===== config.mk =====
export PLATFORM = sky130hd
export DESIGN_NAME = dcache_top
export DESIGN_NICKNAME = d
export VERILOG_FILES = /design/src/source/dcache_pkg.sv /design/src/source/d1_ctrl.sv /design/src/source/dcache_top.sv /design/src/source/mem_port.sv /design/src/source/mshr_entry.sv /design/src/source/stall_replay_cu.sv /design/src/source/wb_buffer.sv
export SDC_FILE = /design/constraint.sdc
export NUM_CORES = 1
export LEC_CHECK = 0
export BUFFER_PORTS_ARGS = -buffer_cell sky130_fd_sc_hd__buf_2
export CORE_MARGIN = 5
export CORE_UTILIZATION = 64
export CTS_BUF_LIST = sky130_fd_sc_hd__clkbuf_2 sky130_fd_sc_hd__clkbuf_4 sky130_fd_sc_hd__clkbuf_8
export DETAILED_ROUTE_END_ITERATION = 8
export PLACE_DENSITY = 0.83
export RECOVER_POWER = 25
export SYNTH_ARGS = -nofsm -noshare
export SYNTH_HDL_FRONTEND = slang
export SYNTH_SLANG_ARGS = --single-unit

===== constraint.sdc =====
create_clock -name clk_i -period 9.1 [get_ports clk_i]
set_clock_uncertainty 0.15 [all_clocks]
set_input_delay 0.91 -clock clk_i [delete_from_list [all_inputs] [get_ports clk_i]]
set_output_delay 0.91 -clock clk_i [all_outputs]
set_load 0.02 [all_outputs]

===== src/source/dcache_pkg.sv =====
// Sizes and shared types of the d1 data cache
// Core request and response, MSHR, write-back buffer, memory command and refill
`default_nettype none

package dcache_pkg;

  // Geometry: direct mapped, one word per line
  localparam int ADDR_W    = 16;
  localparam int INDEX_W   = 3;
  localparam int NUM_LINES = 8;
  localparam int TAG_W     = ADDR_W - INDEX_W;
  localparam int DATA_W    = 32;
  localparam int ID_W      = 4;
  // Miss and eviction resources
  localparam int NUM_MSHR  = 2;
  localparam int WBB_DEPTH = 2;

  typedef struct packed {
    logic              valid;
    logic              we;
    logic [ADDR_W-1:0] addr;
    logic [DATA_W-1:0] wdata;
    logic [ID_W-1:0]   id;
  } cpu_req_t;

  // Read data is zero for stores
  typedef struct packed {
    logic              valid;
    logic [ID_W-1:0]   id;
    logic [DATA_W-1:0] rdata;
  } cpu_rsp_t;

  typedef struct packed {
    logic              busy;
    logic              issued;
    logic [ADDR_W-1:0] addr;
    logic              we;
    logic [DATA_W-1:0] wdata;
    logic [ID_W-1:0]   id;
  } mshr_t;

  typedef struct packed {
    logic [ADDR_W-1:0] addr;
    logic [DATA_W-1:0] data;
  } wbb_entry_t;

  typedef struct packed {
    logic              we;
    logic [ADDR_W-1:0] addr;
    logic [DATA_W-1:0] wdata;
  } mem_cmd_t;

  // Miss that got its memory data back
  typedef struct packed {
    logic              valid;
    mshr_t             mshr;
    logic [DATA_W-1:0] data;
  } refill_t;

endpackage

`default_nettype wire


===== src/source/d1_ctrl.sv =====
// Decode and data path of the d1 stage
// Tag, data, valid and dirty arrays, replay register, hit and miss responses,
// MSHR allocation, victim push and refill write
`default_nettype none

module d1_ctrl (
  input  logic                            clk_i,
  input  logic                            rst_ni,
  // Core side
  input  dcache_pkg::cpu_req_t            cpu_req_i,
  output logic                            cpu_ready_o,
  output dcache_pkg::cpu_rsp_t            hit_rsp_o,
  output dcache_pkg::cpu_rsp_t            miss_rsp_o,
  // Control unit
  input  logic                            replaying_i,
  input  logic                            d1_stalled_i,
  output logic                            lets_stall_o,
  output logic                            lets_replay_o,
  output logic                            lets_wait_wbb_o,
  output logic                            wbb_will_free_o,
  // MSHRs
  input  dcache_pkg::mshr_t               mshr_i [dcache_pkg::NUM_MSHR],
  output logic [dcache_pkg::NUM_MSHR-1:0] alloc_onehot_o,
  output dcache_pkg::mshr_t               alloc_o,
  input  dcache_pkg::refill_t             refill_i,
  // Write-back buffer
  output logic                            wbb_push_o,
  output dcache_pkg::wbb_entry_t          wbb_entry_o,
  input  logic                            wbb_full_i,
  input  logic                            fwd_hit_i,
  input  logic [dcache_pkg::DATA_W-1:0]   fwd_data_i,
  input  logic                            wbb_popped_i
);

  import dcache_pkg::*;

  logic [TAG_W-1:0]     tag_q  [NUM_LINES];
  logic [DATA_W-1:0]    data_q [NUM_LINES];
  logic [NUM_LINES-1:0] valid_q, dirty_q;
  cpu_req_t             rpl_q, req;
  logic [INDEX_W-1:0]   idx, rpl_idx, ref_idx;
  logic [TAG_W-1:0]     tag;
  logic [NUM_MSHR-1:0]  free_onehot;
  logic dec_state, in_stall, act, hit, victim_dirty, fwd;
  logic idx_pend, rpl_pend, all_busy, rpl_clear;
  logic do_hit, do_fwd, do_alloc, do_stall, do_wait;

  // Decode state is neither replay nor any stall
  assign dec_state = !replaying_i && !d1_stalled_i;
  // Full buffer wait never fills the replay register
  assign in_stall  = d1_stalled_i && rpl_q.valid;
  assign req       = replaying_i ? rpl_q : cpu_req_i;
  assign act       = replaying_i ? rpl_q.valid : (dec_state && cpu_req_i.valid);

  assign idx     = req.addr[INDEX_W-1:0];
  assign tag     = req.addr[ADDR_W-1:INDEX_W];
  assign rpl_idx = rpl_q.addr[INDEX_W-1:0];
  assign ref_idx = refill_i.mshr.addr[INDEX_W-1:0];

  assign hit          = valid_q[idx] && (tag_q[idx] == tag);
  assign victim_dirty = valid_q[idx] && dirty_q[idx];
  // WBB lookup follows the core address; a replayed request is never in the WBB
  assign fwd          = fwd_hit_i && !replaying_i;

  // Scan MSHRs, descending so the lowest free one wins
  always_comb begin
    idx_pend    = 1'b0;
    rpl_pend    = 1'b0;
    all_busy    = 1'b1;
    free_onehot = '0;
    for (int i = NUM_MSHR - 1; i >= 0; i--) begin
      if (mshr_i[i].busy) begin
        if (mshr_i[i].addr[INDEX_W-1:0] == idx) idx_pend = 1'b1;
        if (mshr_i[i].addr[INDEX_W-1:0] == rpl_idx) rpl_pend = 1'b1;
      end else begin
        all_busy       = 1'b0;
        free_onehot    = '0;
        free_onehot[i] = 1'b1;
      end
    end
  end

  // Priority: hit, pending index, forward, MSHR room, victim room
  always_comb begin
    do_hit   = 1'b0;
    do_fwd   = 1'b0;
    do_alloc = 1'b0;
    do_stall = 1'b0;
    do_wait  = 1'b0;
    if (act) begin
      if (hit) begin
        do_hit = 1'b1;
      end else if (idx_pend || (!fwd && all_busy)) begin
        do_stall = 1'b1;
      end else if (victim_dirty && wbb_full_i) begin
        do_wait = 1'b1;
      end else if (fwd) begin
        do_fwd = 1'b1;
      end else begin
        do_alloc = 1'b1;
      end
    end
  end

  // Leave stall once an MSHR and the index are free, with room for a victim
  // The WBB only drains while stalled, so not full now means room at replay
  assign rpl_clear = in_stall && !wbb_full_i &&
                     ((refill_i.valid && (!rpl_pend || ref_idx == rpl_idx)) ||
                      (!all_busy && !rpl_pend));

  assign lets_stall_o    = dec_state && do_stall;
  assign lets_wait_wbb_o = dec_state && do_wait;
  assign lets_replay_o   = (dec_state && do_fwd) || rpl_clear;
  assign wbb_will_free_o = wbb_popped_i;
  assign cpu_ready_o     = dec_state && !lets_wait_wbb_o;

  // Victim goes out on allocation, or when a forwarded line replaces it
  assign wbb_push_o       = (do_alloc || do_fwd) && victim_dirty;
  assign wbb_entry_o.addr = {tag_q[idx], idx};
  assign wbb_entry_o.data = data_q[idx];

  assign alloc_onehot_o = do_alloc ? free_onehot : '0;
  assign alloc_o.busy   = 1'b1;
  assign alloc_o.issued = 1'b0;
  assign alloc_o.addr   = req.addr;
  assign alloc_o.we     = req.we;
  assign alloc_o.wdata  = req.wdata;
  assign alloc_o.id     = req.id;

  // Refill index never collides with a decode write
  always_ff @(posedge clk_i) begin
    if (refill_i.valid) begin
      tag_q[ref_idx]  <= refill_i.mshr.addr[ADDR_W-1:INDEX_W];
      data_q[ref_idx] <= refill_i.mshr.we ? refill_i.mshr.wdata : refill_i.data;
    end
    if (do_fwd) begin
      tag_q[idx]  <= tag;
      data_q[idx] <= fwd_data_i;
    end else if (do_hit && req.we) begin
      data_q[idx] <= req.wdata;
    end
  end

  always_ff @(posedge clk_i or negedge rst_ni) begin
    if (!rst_ni) begin
      valid_q    <= '0;
      dirty_q    <= '0;
      rpl_q      <= '0;
      hit_rsp_o  <= '0;
      miss_rsp_o <= '0;
    end else begin
      if (refill_i.valid) begin
        valid_q[ref_idx] <= 1'b1;
        dirty_q[ref_idx] <= refill_i.mshr.we;
      end
      if (do_fwd) begin
        valid_q[idx] <= 1'b1;
        dirty_q[idx] <= 1'b1;
      end else if (do_alloc) begin
        valid_q[idx] <= 1'b0;
        dirty_q[idx] <= 1'b0;
      end else if (do_hit && req.we) begin
        dirty_q[idx] <= 1'b1;
      end
      // Capture stalled or forwarded requests, drop after the replay
      if (dec_state && (do_stall || do_fwd)) begin
        rpl_q <= cpu_req_i;
      end else if (replaying_i) begin
        rpl_q.valid <= 1'b0;
      end
      hit_rsp_o.valid  <= do_hit;
      hit_rsp_o.id     <= req.id;
      hit_rsp_o.rdata  <= req.we ? '0 : data_q[idx];
      miss_rsp_o.valid <= refill_i.valid;
      miss_rsp_o.id    <= refill_i.mshr.id;
      miss_rsp_o.rdata <= refill_i.mshr.we ? '0 : refill_i.data;
    end
  end

  a_lets_onehot: assert property (@(posedge clk_i) disable iff (!rst_ni)
    $onehot0({lets_stall_o, lets_replay_o, lets_wait_wbb_o}));

  // The stall exit condition guarantees the replayed decode completes
  a_replay_no_stall: assert property (@(posedge clk_i) disable iff (!rst_ni)
    replaying_i |-> !(do_stall || do_wait || do_fwd));

endmodule

`default_nettype wire


===== src/source/dcache_top.sv =====
// Top level of the d1 data cache
// Decode, control unit, MSHR entries, write-back buffer and memory port
`default_nettype none

module dcache_top (
  input  logic                          clk_i,
  input  logic                          rst_ni,
  input  dcache_pkg::cpu_req_t          cpu_req_i,
  output logic                          cpu_ready_o,
  output dcache_pkg::cpu_rsp_t          hit_rsp_o,
  output dcache_pkg::cpu_rsp_t          miss_rsp_o,
  output logic                          mem_req_o,
  output dcache_pkg::mem_cmd_t          mem_cmd_o,
  input  logic                          mem_ack_i,
  input  logic [dcache_pkg::DATA_W-1:0] mem_rdata_i
);

  import dcache_pkg::*;

  logic                lets_stall, lets_replay, lets_wait_wbb, wbb_will_free;
  logic                replaying, d1_stalled;
  mshr_t               mshr [NUM_MSHR];
  mshr_t               alloc;
  logic [NUM_MSHR-1:0] alloc_onehot, issue_onehot, complete_onehot;
  refill_t             refill;
  logic                wbb_push, wbb_full, wbb_empty, wbb_pop, fwd_hit;
  wbb_entry_t          wbb_entry, wbb_head;
  logic [DATA_W-1:0]   fwd_data;

  d1_ctrl u_d1_ctrl (
    .clk_i, .rst_ni, .cpu_req_i, .cpu_ready_o, .hit_rsp_o, .miss_rsp_o,
    .replaying_i     (replaying),
    .d1_stalled_i    (d1_stalled),
    .lets_stall_o    (lets_stall),
    .lets_replay_o   (lets_replay),
    .lets_wait_wbb_o (lets_wait_wbb),
    .wbb_will_free_o (wbb_will_free),
    .mshr_i          (mshr),
    .alloc_onehot_o  (alloc_onehot),
    .alloc_o         (alloc),
    .refill_i        (refill),
    .wbb_push_o      (wbb_push),
    .wbb_entry_o     (wbb_entry),
    .wbb_full_i      (wbb_full),
    .fwd_hit_i       (fwd_hit),
    .fwd_data_i      (fwd_data),
    .wbb_popped_i    (wbb_pop)
  );

  stall_replay_cu u_cu (
    .clk_i, .rst_ni,
    .lets_stall_i    (lets_stall),
    .lets_replay_i   (lets_replay),
    .lets_wait_wbb_i (lets_wait_wbb),
    .wbb_will_free_i (wbb_will_free),
    .replaying_o     (replaying),
    .d1_stalled_o    (d1_stalled)
  );

  // One entry per outstanding miss
  for (genvar g = 0; g < NUM_MSHR; g++) begin : g_mshr
    mshr_entry u_mshr (
      .clk_i, .rst_ni,
      .alloc_i      (alloc_onehot[g]),
      .alloc_data_i (alloc),
      .issue_i      (issue_onehot[g]),
      .complete_i   (complete_onehot[g]),
      .entry_o      (mshr[g])
    );
  end

  // Forwarding only matters for requests decoded from the core port
  wb_buffer u_wbb (
    .clk_i, .rst_ni,
    .push_i        (wbb_push),
    .push_entry_i  (wbb_entry),
    .pop_i         (wbb_pop),
    .head_o        (wbb_head),
    .empty_o       (wbb_empty),
    .full_o        (wbb_full),
    .lookup_addr_i (cpu_req_i.addr),
    .fwd_hit_o     (fwd_hit),
    .fwd_data_o    (fwd_data)
  );

  mem_port u_mem_port (
    .clk_i, .rst_ni, .mem_req_o, .mem_cmd_o, .mem_ack_i, .mem_rdata_i,
    .wbb_head_i        (wbb_head),
    .wbb_empty_i       (wbb_empty),
    .wbb_pop_o         (wbb_pop),
    .mshr_i            (mshr),
    .issue_onehot_o    (issue_onehot),
    .complete_onehot_o (complete_onehot),
    .refill_o          (refill)
  );

endmodule

`default_nettype wire


===== src/source/mem_port.sv =====
// Four-phase memory master
// Drains the write-back buffer first, then the lowest pending MSHR read,
// and hands completed reads back as refills
`default_nettype none

module mem_port (
  input  logic                            clk_i,
  input  logic                            rst_ni,
  // Memory side
  output logic                            mem_req_o,
  output dcache_pkg::mem_cmd_t            mem_cmd_o,
  input  logic                            mem_ack_i,
  input  logic [dcache_pkg::DATA_W-1:0]   mem_rdata_i,
  // Write-back buffer head
  input  dcache_pkg::wbb_entry_t          wbb_head_i,
  input  logic                            wbb_empty_i,
  output logic                            wbb_pop_o,
  // MSHRs
  input  dcache_pkg::mshr_t               mshr_i [dcache_pkg::NUM_MSHR],
  output logic [dcache_pkg::NUM_MSHR-1:0] issue_onehot_o,
  output logic [dcache_pkg::NUM_MSHR-1:0] complete_onehot_o,
  output dcache_pkg::refill_t             refill_o
);

  import dcache_pkg::*;

  typedef enum logic [1:0] {
    StIdle,
    StRequest,
    StRelease
  } state_t;

  state_t              state_q, state_d;
  logic                is_wb_q;
  logic [NUM_MSHR-1:0] sel_q, pick;
  logic [ADDR_W-1:0]   pick_addr;
  mem_cmd_t            cmd_q;
  mshr_t               sel_entry;

  // Lowest busy MSHR whose read is not yet sent
  always_comb begin
    pick      = '0;
    pick_addr = '0;
    for (int i = NUM_MSHR - 1; i >= 0; i--) begin
      if (mshr_i[i].busy && !mshr_i[i].issued) begin
        pick      = '0;
        pick[i]   = 1'b1;
        pick_addr = mshr_i[i].addr;
      end
    end
  end

  // Entry being served
  always_comb begin
    sel_entry = '0;
    for (int i = 0; i < NUM_MSHR; i++) begin
      if (sel_q[i]) sel_entry = mshr_i[i];
    end
  end

  always_comb begin
    state_d           = state_q;
    issue_onehot_o    = '0;
    complete_onehot_o = '0;
    wbb_pop_o         = 1'b0;
    refill_o.valid    = 1'b0;
    refill_o.mshr     = sel_entry;
    refill_o.data     = mem_rdata_i;
    case (state_q)
      StIdle: begin
        if (!wbb_empty_i) begin
          state_d = StRequest;
        end else if (|pick) begin
          state_d        = StRequest;
          issue_onehot_o = pick;
        end
      end
      // Ack seen once per transfer, data valid with it
      StRequest: begin
        if (mem_ack_i) begin
          state_d = StRelease;
          if (is_wb_q) begin
            wbb_pop_o = 1'b1;
          end else begin
            complete_onehot_o = sel_q;
            refill_o.valid    = 1'b1;
          end
        end
      end
      // Req dropped, wait for the slave to drop ack
      StRelease: begin
        if (!mem_ack_i) state_d = StIdle;
      end
      default: state_d = StIdle;
    endcase
  end

  // Command loaded in idle and held through the transfer
  always_ff @(posedge clk_i) begin
    if (state_q == StIdle) begin
      cmd_q.we    <= !wbb_empty_i;
      cmd_q.addr  <= wbb_empty_i ? pick_addr : wbb_head_i.addr;
      cmd_q.wdata <= wbb_empty_i ? '0 : wbb_head_i.data;
    end
  end

  always_ff @(posedge clk_i or negedge rst_ni) begin
    if (!rst_ni) begin
      state_q <= StIdle;
      is_wb_q <= 1'b0;
      sel_q   <= '0;
    end else begin
      state_q <= state_d;
      if (state_q == StIdle) begin
        is_wb_q <= !wbb_empty_i;
        sel_q   <= wbb_empty_i ? pick : '0;
      end
    end
  end

  assign mem_req_o = (state_q == StRequest);
  assign mem_cmd_o = cmd_q;

  a_cmd_stable: assert property (@(posedge clk_i) disable iff (!rst_ni)
    $past(mem_req_o) && mem_req_o |-> $stable(mem_cmd_o));

endmodule

`default_nettype wire


===== src/source/mshr_entry.sv =====
// Single miss-status holding register
// Busy from allocation to completion, issued once its read is sent
`default_nettype none

module mshr_entry (
  input  logic              clk_i,
  input  logic              rst_ni,
  input  logic              alloc_i,
  input  dcache_pkg::mshr_t alloc_data_i,
  input  logic              issue_i,
  input  logic              complete_i,
  output dcache_pkg::mshr_t entry_o
);

  import dcache_pkg::*;

  mshr_t entry_q;

  always_ff @(posedge clk_i or negedge rst_ni) begin
    if (!rst_ni) begin
      entry_q <= '0;
    end else if (alloc_i) begin
      // Allocation data arrives already marked busy
      entry_q <= alloc_data_i;
    end else if (complete_i) begin
      entry_q.busy   <= 1'b0;
      entry_q.issued <= 1'b0;
    end else if (issue_i) begin
      entry_q.issued <= 1'b1;
    end
  end

  assign entry_o = entry_q;

  a_no_alloc_busy: assert property (@(posedge clk_i) disable iff (!rst_ni)
    alloc_i |-> !entry_q.busy);

endmodule

`default_nettype wire


===== src/source/stall_replay_cu.sv =====
// Stall and replay control unit of the d1 stage
// Four-state FSM: decode, stall, replay, wait on full write-back buffer
`default_nettype none

module stall_replay_cu (
  input  logic clk_i,
  input  logic rst_ni,
  // Requests from d1_ctrl, acted upon in the next cycle
  input  logic lets_stall_i,
  input  logic lets_replay_i,
  input  logic lets_wait_wbb_i,
  input  logic wbb_will_free_i,
  // Decoded from the state register
  output logic replaying_o,
  output logic d1_stalled_o
);

  typedef enum logic [1:0] {
    StDecode,
    StStall,
    StReplay,
    StFullBuffer
  } state_t;

  state_t state_q, state_d;

  always_comb begin
    state_d = state_q;
    case (state_q)
      // Stall has priority over a forwarding replay, then the WBB wait
      StDecode: begin
        if (lets_stall_i) begin
          state_d = StStall;
        end else if (lets_replay_i) begin
          state_d = StReplay;
        end else if (lets_wait_wbb_i) begin
          state_d = StFullBuffer;
        end
      end
      // Replay register full, waiting for a refill
      StStall: begin
        if (lets_replay_i) begin
          state_d = StReplay;
        end
      end
      // Single cycle, the replay register is decoded
      StReplay: state_d = StDecode;
      // Core request held outside until a writeback completes
      StFullBuffer: begin
        if (wbb_will_free_i) begin
          state_d = StDecode;
        end
      end
      default: state_d = StDecode;
    endcase
  end

  always_ff @(posedge clk_i or negedge rst_ni) begin
    if (!rst_ni) begin
      state_q <= StDecode;
    end else begin
      state_q <= state_d;
    end
  end

  assign replaying_o  = (state_q == StReplay);
  assign d1_stalled_o = (state_q == StStall) || (state_q == StFullBuffer);

  // New stall or wait requests only come from a decode of the core port
  a_no_stall_outside_decode: assert property (@(posedge clk_i) disable iff (!rst_ni)
    (replaying_o || d1_stalled_o) |-> !(lets_stall_i || lets_wait_wbb_i));

endmodule

`default_nettype wire


===== src/source/wb_buffer.sv =====
// Write-back buffer for dirty victims
// Circular FIFO with a youngest-first address lookup for forwarding
`default_nettype none

module wb_buffer (
  input  logic                          clk_i,
  input  logic                          rst_ni,
  input  logic                          push_i,
  input  dcache_pkg::wbb_entry_t        push_entry_i,
  input  logic                          pop_i,
  output dcache_pkg::wbb_entry_t        head_o,
  output logic                          empty_o,
  output logic                          full_o,
  input  logic [dcache_pkg::ADDR_W-1:0] lookup_addr_i,
  output logic                          fwd_hit_o,
  output logic [dcache_pkg::DATA_W-1:0] fwd_data_o
);

  import dcache_pkg::*;

  wbb_entry_t                     mem_q [WBB_DEPTH];
  logic [$clog2(WBB_DEPTH)-1:0]   wr_ptr_q, rd_ptr_q, pos;
  logic [$clog2(WBB_DEPTH+1)-1:0] count_q;

  assign head_o  = mem_q[rd_ptr_q];
  assign empty_o = (count_q == '0);
  assign full_o  = (count_q == WBB_DEPTH);

  // Walk from oldest to youngest, a later match overrides
  always_comb begin
    fwd_hit_o  = 1'b0;
    fwd_data_o = '0;
    pos        = rd_ptr_q;
    for (int i = 0; i < WBB_DEPTH; i++) begin
      if (i < int'(count_q) && mem_q[pos].addr == lookup_addr_i) begin
        fwd_hit_o  = 1'b1;
        fwd_data_o = mem_q[pos].data;
      end
      pos = pos + 1'b1;
    end
  end

  always_ff @(posedge clk_i) begin
    if (push_i) begin
      mem_q[wr_ptr_q] <= push_entry_i;
    end
  end

  always_ff @(posedge clk_i or negedge rst_ni) begin
    if (!rst_ni) begin
      wr_ptr_q <= '0;
      rd_ptr_q <= '0;
      count_q  <= '0;
    end else begin
      if (push_i) wr_ptr_q <= wr_ptr_q + 1'b1;
      if (pop_i) rd_ptr_q <= rd_ptr_q + 1'b1;
      if (push_i && !pop_i) begin
        count_q <= count_q + 1'b1;
      end else if (pop_i && !push_i) begin
        count_q <= count_q - 1'b1;
      end
    end
  end

  a_no_overflow: assert property (@(posedge clk_i) disable iff (!rst_ni)
    push_i && full_o |-> pop_i);

endmodule

`default_nettype wire


Yosys cells after proc, flatten, opt, wreduce, memory -nomap -nowiden
Memories as Yosys holds them, arrays and structs flattened.
Cells that the tools add are included.
Widths: inputs -> output; s select.
{"block": "word_totals", "reg_bits": 314, "ram_bits": 456, "inputBits": 89, "out_inout_bits": 125, "mem_count": 3}
{"memory": "u_d1_ctrl.data_q", "words": 8, "word_bits": 32, "rd": 1, "rd_clocked_by_memory_dff": 0, "wr": 2, "line": "d1_ctrl.sv:38", "source": "logic [DATA_W-1:0] data_q [NUM_LINES];"}
{"memory": "u_d1_ctrl.tag_q", "words": 8, "word_bits": 13, "rd": 1, "rd_clocked_by_memory_dff": 0, "wr": 2, "line": "d1_ctrl.sv:37", "source": "logic [TAG_W-1:0] tag_q [NUM_LINES];"}
{"memory": "u_wbb.mem_q", "words": 2, "word_bits": 48, "rd": 2, "rd_clocked_by_memory_dff": 0, "wr": 1, "line": "wb_buffer.sv:21", "source": "wbb_entry_t mem_q [WBB_DEPTH];"}
{"block": "op_classes", "n_addsub": 4, "magnitude_cmp": 6, "n_eq_ne": 20, "mux": 110, "bitwise_logic": 7, "reduce_logical": 58}
{"cell": "$mux 32", "count": 6}
{"cell": "$mux 53", "count": 3}
{"cell": "$mux 1", "count": 59}
{"cell": "$mux 8", "count": 7}
{"cell": "$mux 2", "count": 25}
{"cell": "$mux 16", "count": 3}
{"cell": "$eq 16x16->1", "count": 2}
{"cell": "$logic_and 1x1->1", "count": 27}
{"cell": "$or 8x8->8", "count": 3}
{"cell": "$and 8x8->8", "count": 2}
{"cell": "$eq 3x3->1", "count": 5}
{"cell": "$eq 13x13->1", "count": 1}
{"cell": "$logic_not 1->1", "count": 12}
{"cell": "$bwmux 8", "count": 1}
{"cell": "$eq 2x2->1 const B", "count": 4}
{"cell": "$lt 3x4->1 const B", "count": 2}
{"cell": "$not 8->8", "count": 1}
{"cell": "$pmux 2 s4", "count": 1}
{"cell": "$reduce_bool 2->1", "count": 4}
{"cell": "$logic_or 1x1->1", "count": 7}
{"cell": "$bmux 1 s3", "count": 2}
{"cell": "$demux 1 s3", "count": 2}
{"cell": "$ge 3x1->1 const B", "count": 2}
{"cell": "$logic_not 2->1", "count": 3}
{"cell": "other kinds (14)", "count": 21}

Depth between registers and ports, before layout
An unclocked memory read counts as a cell.
{"block": "logic_depth", "word_depth": 18, "mapped_depth": 16, "mapped_depth_nobuf": 12}

Modules after synthesis
A second synthesis with hierarchy kept.
{"block": "unflattened", "cells_unflattened": 2747, "area_unflattened_um2": 37955.2}
{"mod": "d1_ctrl", "instances": 1, "cells_per_inst": 1797, "area_each_um2": 24966.4, "seq_area_each_um2": 14413.8}
{"mod": "wb_buffer", "instances": 1, "cells_per_inst": 444, "area_each_um2": 5479.0, "seq_area_each_um2": 2982.9}
{"mod": "mshr_entry", "instances": 2, "cells_per_inst": 119, "area_each_um2": 2153.3, "seq_area_each_um2": 1376.3}
{"mod": "mem_port", "instances": 1, "cells_per_inst": 253, "area_each_um2": 3074.2, "seq_area_each_um2": 1596.5}
{"mod": "stall_replay_cu", "instances": 1, "cells_per_inst": 15, "area_each_um2": 128.9, "seq_area_each_um2": 50.0}

Least setup slack after synthesis
OpenSTA, ideal clock, no wires.
{"block": "synth_path", "path_kind": "input port to flip-flop", "startpoint": "input cpu_req_i[36] in the netlist's numbering", "endpoint": "memory u_wbb.mem_q[0][0] in the netlist's numbering, enable pin", "setup_time_ns": 0.573, "arrival_ns": 7.494, "setup_slack_ns": 0.883, "stages": 12, "n_path_buf": 4, "cell_sequence": "buf_2 -> buf_2 -> buf_2 -> mux2i_1 -> nor2_1 -> o32ai_1 -> nor3_1 -> o22ai_1 -> nor4_4 -> and2_1 -> buf_6 -> nor4_1"}
{"block": "synth_between", "elab_chain_len": 15, "elab_cells_between_ends": 40, "cone_classes": "eq/ne (5); mux (23); reduce/logical (11); memory (1)"}
{"element": "from (decl)", "line": "dcache_top.sv:8", "source": "input dcache_pkg::cpu_req_t cpu_req_i,"}
{"element": "$eq 16x16->1", "line": "wb_buffer.sv:35", "source": "if (i < int'(count_q) && mem_q[pos].addr == lookup_addr_i) begin"}
{"element": "$logic_and 1x1->1", "line": "wb_buffer.sv:35"}
{"element": "$mux 1 (2 in series)", "line": "wb_buffer.sv:35"}
{"element": "$logic_and 1x1->1", "line": "d1_ctrl.sv:63", "source": "assign fwd = fwd_hit_i && !replaying_i;"}
{"element": "$logic_not 1->1", "line": "d1_ctrl.sv:93", "source": "end else if (idx_pend || (!fwd && all_busy)) begin"}
{"element": "$logic_and 1x1->1", "line": "d1_ctrl.sv:93"}
{"element": "$logic_or 1x1->1", "line": "d1_ctrl.sv:93"}
{"element": "$mux 1", "line": "d1_ctrl.sv:93"}
{"element": "$mux 1", "line": "d1_ctrl.sv:91", "source": "if (hit) begin"}
{"element": "$mux 1", "line": "d1_ctrl.sv:90", "source": "if (act) begin"}
{"element": "$logic_or 1x1->1", "line": "d1_ctrl.sv:118", "source": "assign wbb_push_o = (do_alloc || do_fwd) && victim_dirty;"}
{"element": "$logic_and 1x1->1 *", "line": "d1_ctrl.sv:118"}
{"element": "$mux 1 *", "line": "wb_buffer.sv:44", "source": "if (push_i) begin"}
{"element": "$mux 1 (not written as such) *", "line": "wb_buffer.sv:45", "source": "mem_q[wr_ptr_q] <= push_entry_i;"}
{"element": "to (decl)", "line": "wb_buffer.sv:21"}
Every way passes the cells marked *; elsewhere a longest branch is shown, timed or not. The select of a mux whose other input is x is not followed.

==> reports/qor.log <==
[status] run status complete, but fails checks
[status] violated checks capacitance limit, slew limit
[timing] Peak Freq 0.134 GHz
[critical_path] type of the worst setup path flip-flop to flip-flop
[logic_synthesis] mux share of post-synthesis cell area 0.218
[placement] instance count after placement with tap cells included 3611
[die] die extent in y 252 um
[layout] final design utilization 0.720
[global_routing] GRT Residual Overflow 0
[layout] Non-Filler Instances 3859
[die] standard cell core area 57800 um^2
[critical_path] peak fanout along the critical path 44
[logic_synthesis] dominant combinational cell family by area after synthesis multiplexers
[logic_synthesis] Mapped Nets 2883
[detailed_routing] WL per Instance 27.1 um
[clock_network] count of cells resized by post-cts repair 0
[logic_synthesis] number of synthesized register bits 770
[pwr] sequential share of power 0.423
[timing] worst hold margin 0.00605 ns
[placement] final HPWL from detailed placement 62.4 mm
[pwr] switching power 4.23 mW
[timing] shortest clock period the worst path allows after layout 7.45 ns
[critical_path] data required time of the worst path 9.34 ns
[detailed_routing] first-pass iteration count of the detailed router 8
[detailed_routing] Antenna Violating Nets Remaining 0
[logic_synthesis] top cell types by occurrence after synthesis sky130_fd_sc_hd__mux2i_1, sky130_fd_sc_hd__edfxtp_1, sky130_fd_sc_hd__dfrtp_1
[clock_network] cell at the root of the clock tree sky130_fd_sc_hd__clkbuf_8
[logic_synthesis] warnings from Yosys 0
[critical_path] Worst Path Arrival 7.68 ns
[logic_synthesis] number of distinct library cell variants in the gate-level netlist after synthesis 74
[clock_network] CTS H-tree depth 4
[global_routing] vias in the first global route 26.4k
[critical_path] setup slack on the worst flop-to-flop path 1.65 ns
[logic_synthesis] mapped cell area 37500 um^2
[timing] max-slew violation count 271
[critical_path] beginning of the worst register-to-register path u_wbb.rd_ptr_q
[logic_synthesis] mean instance size in the synthesized netlist 13.4 um^2
[job] max-cap violation count 4
[logic_synthesis] library cell with the highest instance count after synthesis sky130_fd_sc_hd__mux2i_1
[logic_synthesis] share of Yosys cell area claimed by the top area cell type 0.405
[critical_path] category of the worst setup path launch point flip-flop
[placement] gp weighted congestion 0.913
[global_routing] maximum number of pins on one net before global-route repair 160
[die] I/O pin count 214
[detailed_routing] Via-to-Cell Ratio 6.71
[clock_network] number of buffers created by CTS 131
[timing] Tightest Pin Transition 4.07 ns
[global_routing] first-pass GRT wire length 157 mm
[hold_path] worst min-delay path class input pin to asynchronous set/reset pin
[logic_synthesis] synthesized-area fraction occupied by xor and xnor cells 0.0124
[logic_synthesis] area fraction in and, or, nand and nor cells after synthesis 0.0725
[clock_network] CTS tree done
[clock_network] clk_lat worst skew 0.80 ns
[pwr] sw frac 0.352
[layout] Finished Cell Area 41600 um^2
[global_routing] overall routing resource usage 0.323
[clock_network] CTS sink count 770
[pwr] share of total power in the clock network 0.272
[logic_synthesis] Synth Area in Compound Gates 0.0816
[pwr] maximum VDD drop 0.291 mV
[logic_synthesis] part of the Yosys area used for sequential elements 0.582
[timing] setup repair after global routing missed its margin no
[pwr] total internal power 7.78 mW
[die] count of standard-cell rows 88
[clock_network] number of buffers added for setup after CTS 0
[clock_network] clk buf depth 3
[layout] fin nets 3072
[pwr] Lkg Pwr 15.4 nW
[timing] headroom to the max-slew limit -1.72
[logic_synthesis] fraction of synthesis flops using an asynchronous set or reset pin 0.344
[timing] final hold violation count 0
[die] area enclosed by the die boundary 63500 um^2
[die] starting density of the core 0.648
[placement] standard cell area after detailed placement 39000 um^2
[detailed_routing] total number of vias 25.9k
[pwr] portion of total power attributed to combinational logic 0.305
[logic_synthesis] adder-cell share of the synthesized area 0.00134
[layout] area growth from synthesis to final layout 11.0%
[pwr] Pwr per Cell Area 289 nW/um^2
[logic_synthesis] number of synthesized flops with an enable pin 505
[clock_network] count of hold buffers inserted by post-cts repair 0
[critical_path] reg2reg end u_d1_ctrl.data_q[3][15]
[logic_synthesis] dominant synthesized flop cell sky130_fd_sc_hd__edfxtp_1
[placement] Port Buffer Count 213
[detailed_routing] post-detailed-routing wire length 105 mm
[global_routing] number of antenna violations at the first check in global routing 6
[layout] fill cell count 3756
[critical_path] length in cells of the worst reg-to-reg path 10
[layout] fraction of final layout cells sized beyond drive strength 1 0.198
[clock_network] Clock transition at path regs 0.06 ns
[logic_synthesis] top post-synthesis cells by area sky130_fd_sc_hd__edfxtp_1, sky130_fd_sc_hd__dfrtp_1, sky130_fd_sc_hd__mux2i_1
[timing] accumulated negative setup slack 0 ns
[logic_synthesis] gate count of the mapped netlist 2790
[timing] part of the cycle the worst path needs 0.818
[critical_path] critical path endpoint category flip-flop
[die] width of the chip 252 um
[detailed_routing] DRC violation total after the first TritonRoute iteration 3573
[logic_synthesis] post-synthesis cell type with the largest combined area sky130_fd_sc_hd__edfxtp_1
[timing] final setup violation count 0
[detailed_routing] total DRC errors in the routed layout 0
per-layer routing:
layer,share of wire,wire length [um],vias to the layer above,global-route usage
met4,0.034,3590,0,0.124
met3,0.11,11700,308,0.0780
met2,0.47,49600,1725,0.514
met5,0,0,-,0
li1,-,-,10946,-
met1,0.38,39600,12898,0.436
final cells by class:
cell class	count	area, um^2	share of cell area
Clock buffer	201	2450	0.0588
Timing Repair Buffer	256	1290	0.0311
Clock inverter	41	314	0.00755
Sequential cell	770	21800	0.524
Multi-Input combinational cell	1794	14700	0.353
Inverter	26	98.8	0.00238
Tap cell	765	957	0.0230
Antenna cell	6	15.0	0.000361
critical path: stages, from the launching register on:
cell and delay, ns:
sky130_fd_sc_hd__dfrtp_1 2.18, sky130_fd_sc_hd__buf_4 0.71, sky130_fd_sc_hd__mux2i_1 0.32, sky130_fd_sc_hd__xnor2_1 0.13
sky130_fd_sc_hd__nor4_1 0.24, sky130_fd_sc_hd__nand2_1 0.09, sky130_fd_sc_hd__nor3_2 0.69, sky130_fd_sc_hd__nor2_4 0.43
sky130_fd_sc_hd__a2111o_1 0.87, sky130_fd_sc_hd__a21oi_4 0.26, sky130_fd_sc_hd__nand2b_2 0.96
cells in the final DEF (no fill, tap or decap), types with 36 or more instances in the layout:
master,instances
sky130_fd_sc_hd__buf_2,122
sky130_fd_sc_hd__nor2_1,113
sky130_fd_sc_hd__o21ai_0,52
sky130_fd_sc_hd__clkbuf_8,150
sky130_fd_sc_hd__dfrtp_1,263
sky130_fd_sc_hd__nor2b_1,39
sky130_fd_sc_hd__edfxtp_1,505
sky130_fd_sc_hd__xnor2_1,44
sky130_fd_sc_hd__mux2i_1,567
sky130_fd_sc_hd__a21oi_1,92
sky130_fd_sc_hd__mux2_2,130
sky130_fd_sc_hd__nand2_1,192
sky130_fd_sc_hd__a22oi_1,135
sky130_fd_sc_hd__clkbuf_4,51
sky130_fd_sc_hd__clkbuf_1,91
sky130_fd_sc_hd__buf_4,40
sky130_fd_sc_hd__a22o_1,36
cells by family after synthesis:
| group | count (synthesis) |
|---|---|
| XOR/XNOR | 53 |
| AND/OR/NAND/NOR | 547 |
| AO/OA/AOI/OAI | 432 |
| multiplexers | 758 |
| adder cells (fa/ha/maj) | 4 |
| buffers and inverters | 226 |
| flip-flops | 770 |
power by group through the flow:
stage | Combinational [mW] | Sequential, mW | Clock [mW]
after CTS | 3.62 | 5.06 | 3.28
after detailed placement | 3.59 | 5.12 | 0
after global routing | 3.88 | 5.14 | 3.44
final | 3.66 | 5.08 | 3.27
after floorplan | 2.29 | 5.21 | 0
after global placement | 3.46 | 5.07 | 0
state kept, by name, summed over array words and instances (netlist names):
name / flops
u_mem_port.mem_cmd_o: 49
u_mem_port.sel_q: 2
u_d1_ctrl.hit_rsp_o: 37
u_wbb.wr_ptr_q: 1
u_wbb.count_q: 2
g_mshr.u_mshr.entry_o: 110
u_wbb.rd_ptr_q: 1
u_mem_port.state_q: 2
u_d1_ctrl.rpl_idx: 3
u_d1_ctrl.dirty_q: 8
u_d1_ctrl.miss_rsp_o: 37
u_d1_ctrl.valid_q: 8
u_d1_ctrl.tag_q: 104
u_cu.state_q: 2
u_wbb.mem_q: 96
u_mem_port.is_wb_q: 1
u_d1_ctrl.data_q: 256
u_d1_ctrl.rpl_q: 51
how the worst max path moves through the flow:
stage                                          to  slack [ns]  cells after the start       startpoint
after global routing                  cpu_ready_o        1.51                     11  u_cu.state_q[1]
after floorplan                 u_wbb.mem_q[0][0]        0.88                     12    cpu_req_i[36]
after CTS                             cpu_ready_o        2.14                     11  u_cu.state_q[1]
after detailed placement   u_d1_ctrl.data_q[2][0]        2.43                     11    cpu_req_i[36]
after global placement     u_d1_ctrl.data_q[2][0]        2.61                     11    cpu_req_i[36]
final                     u_d1_ctrl.data_q[3][15]        1.65                     10   u_wbb.rd_ptr_q
per-stage QoR:
step | total power [mW] | setup slack, ns
final | 12.0 | 1.65
after global routing | 12.5 | 1.51
after detailed placement | 8.71 | 2.43
after CTS | 12.0 | 2.14
after global placement | 8.54 | 2.61
after floorplan | 7.50 | 0.883
Note: power is estimated with default switching activity, not from simulation.
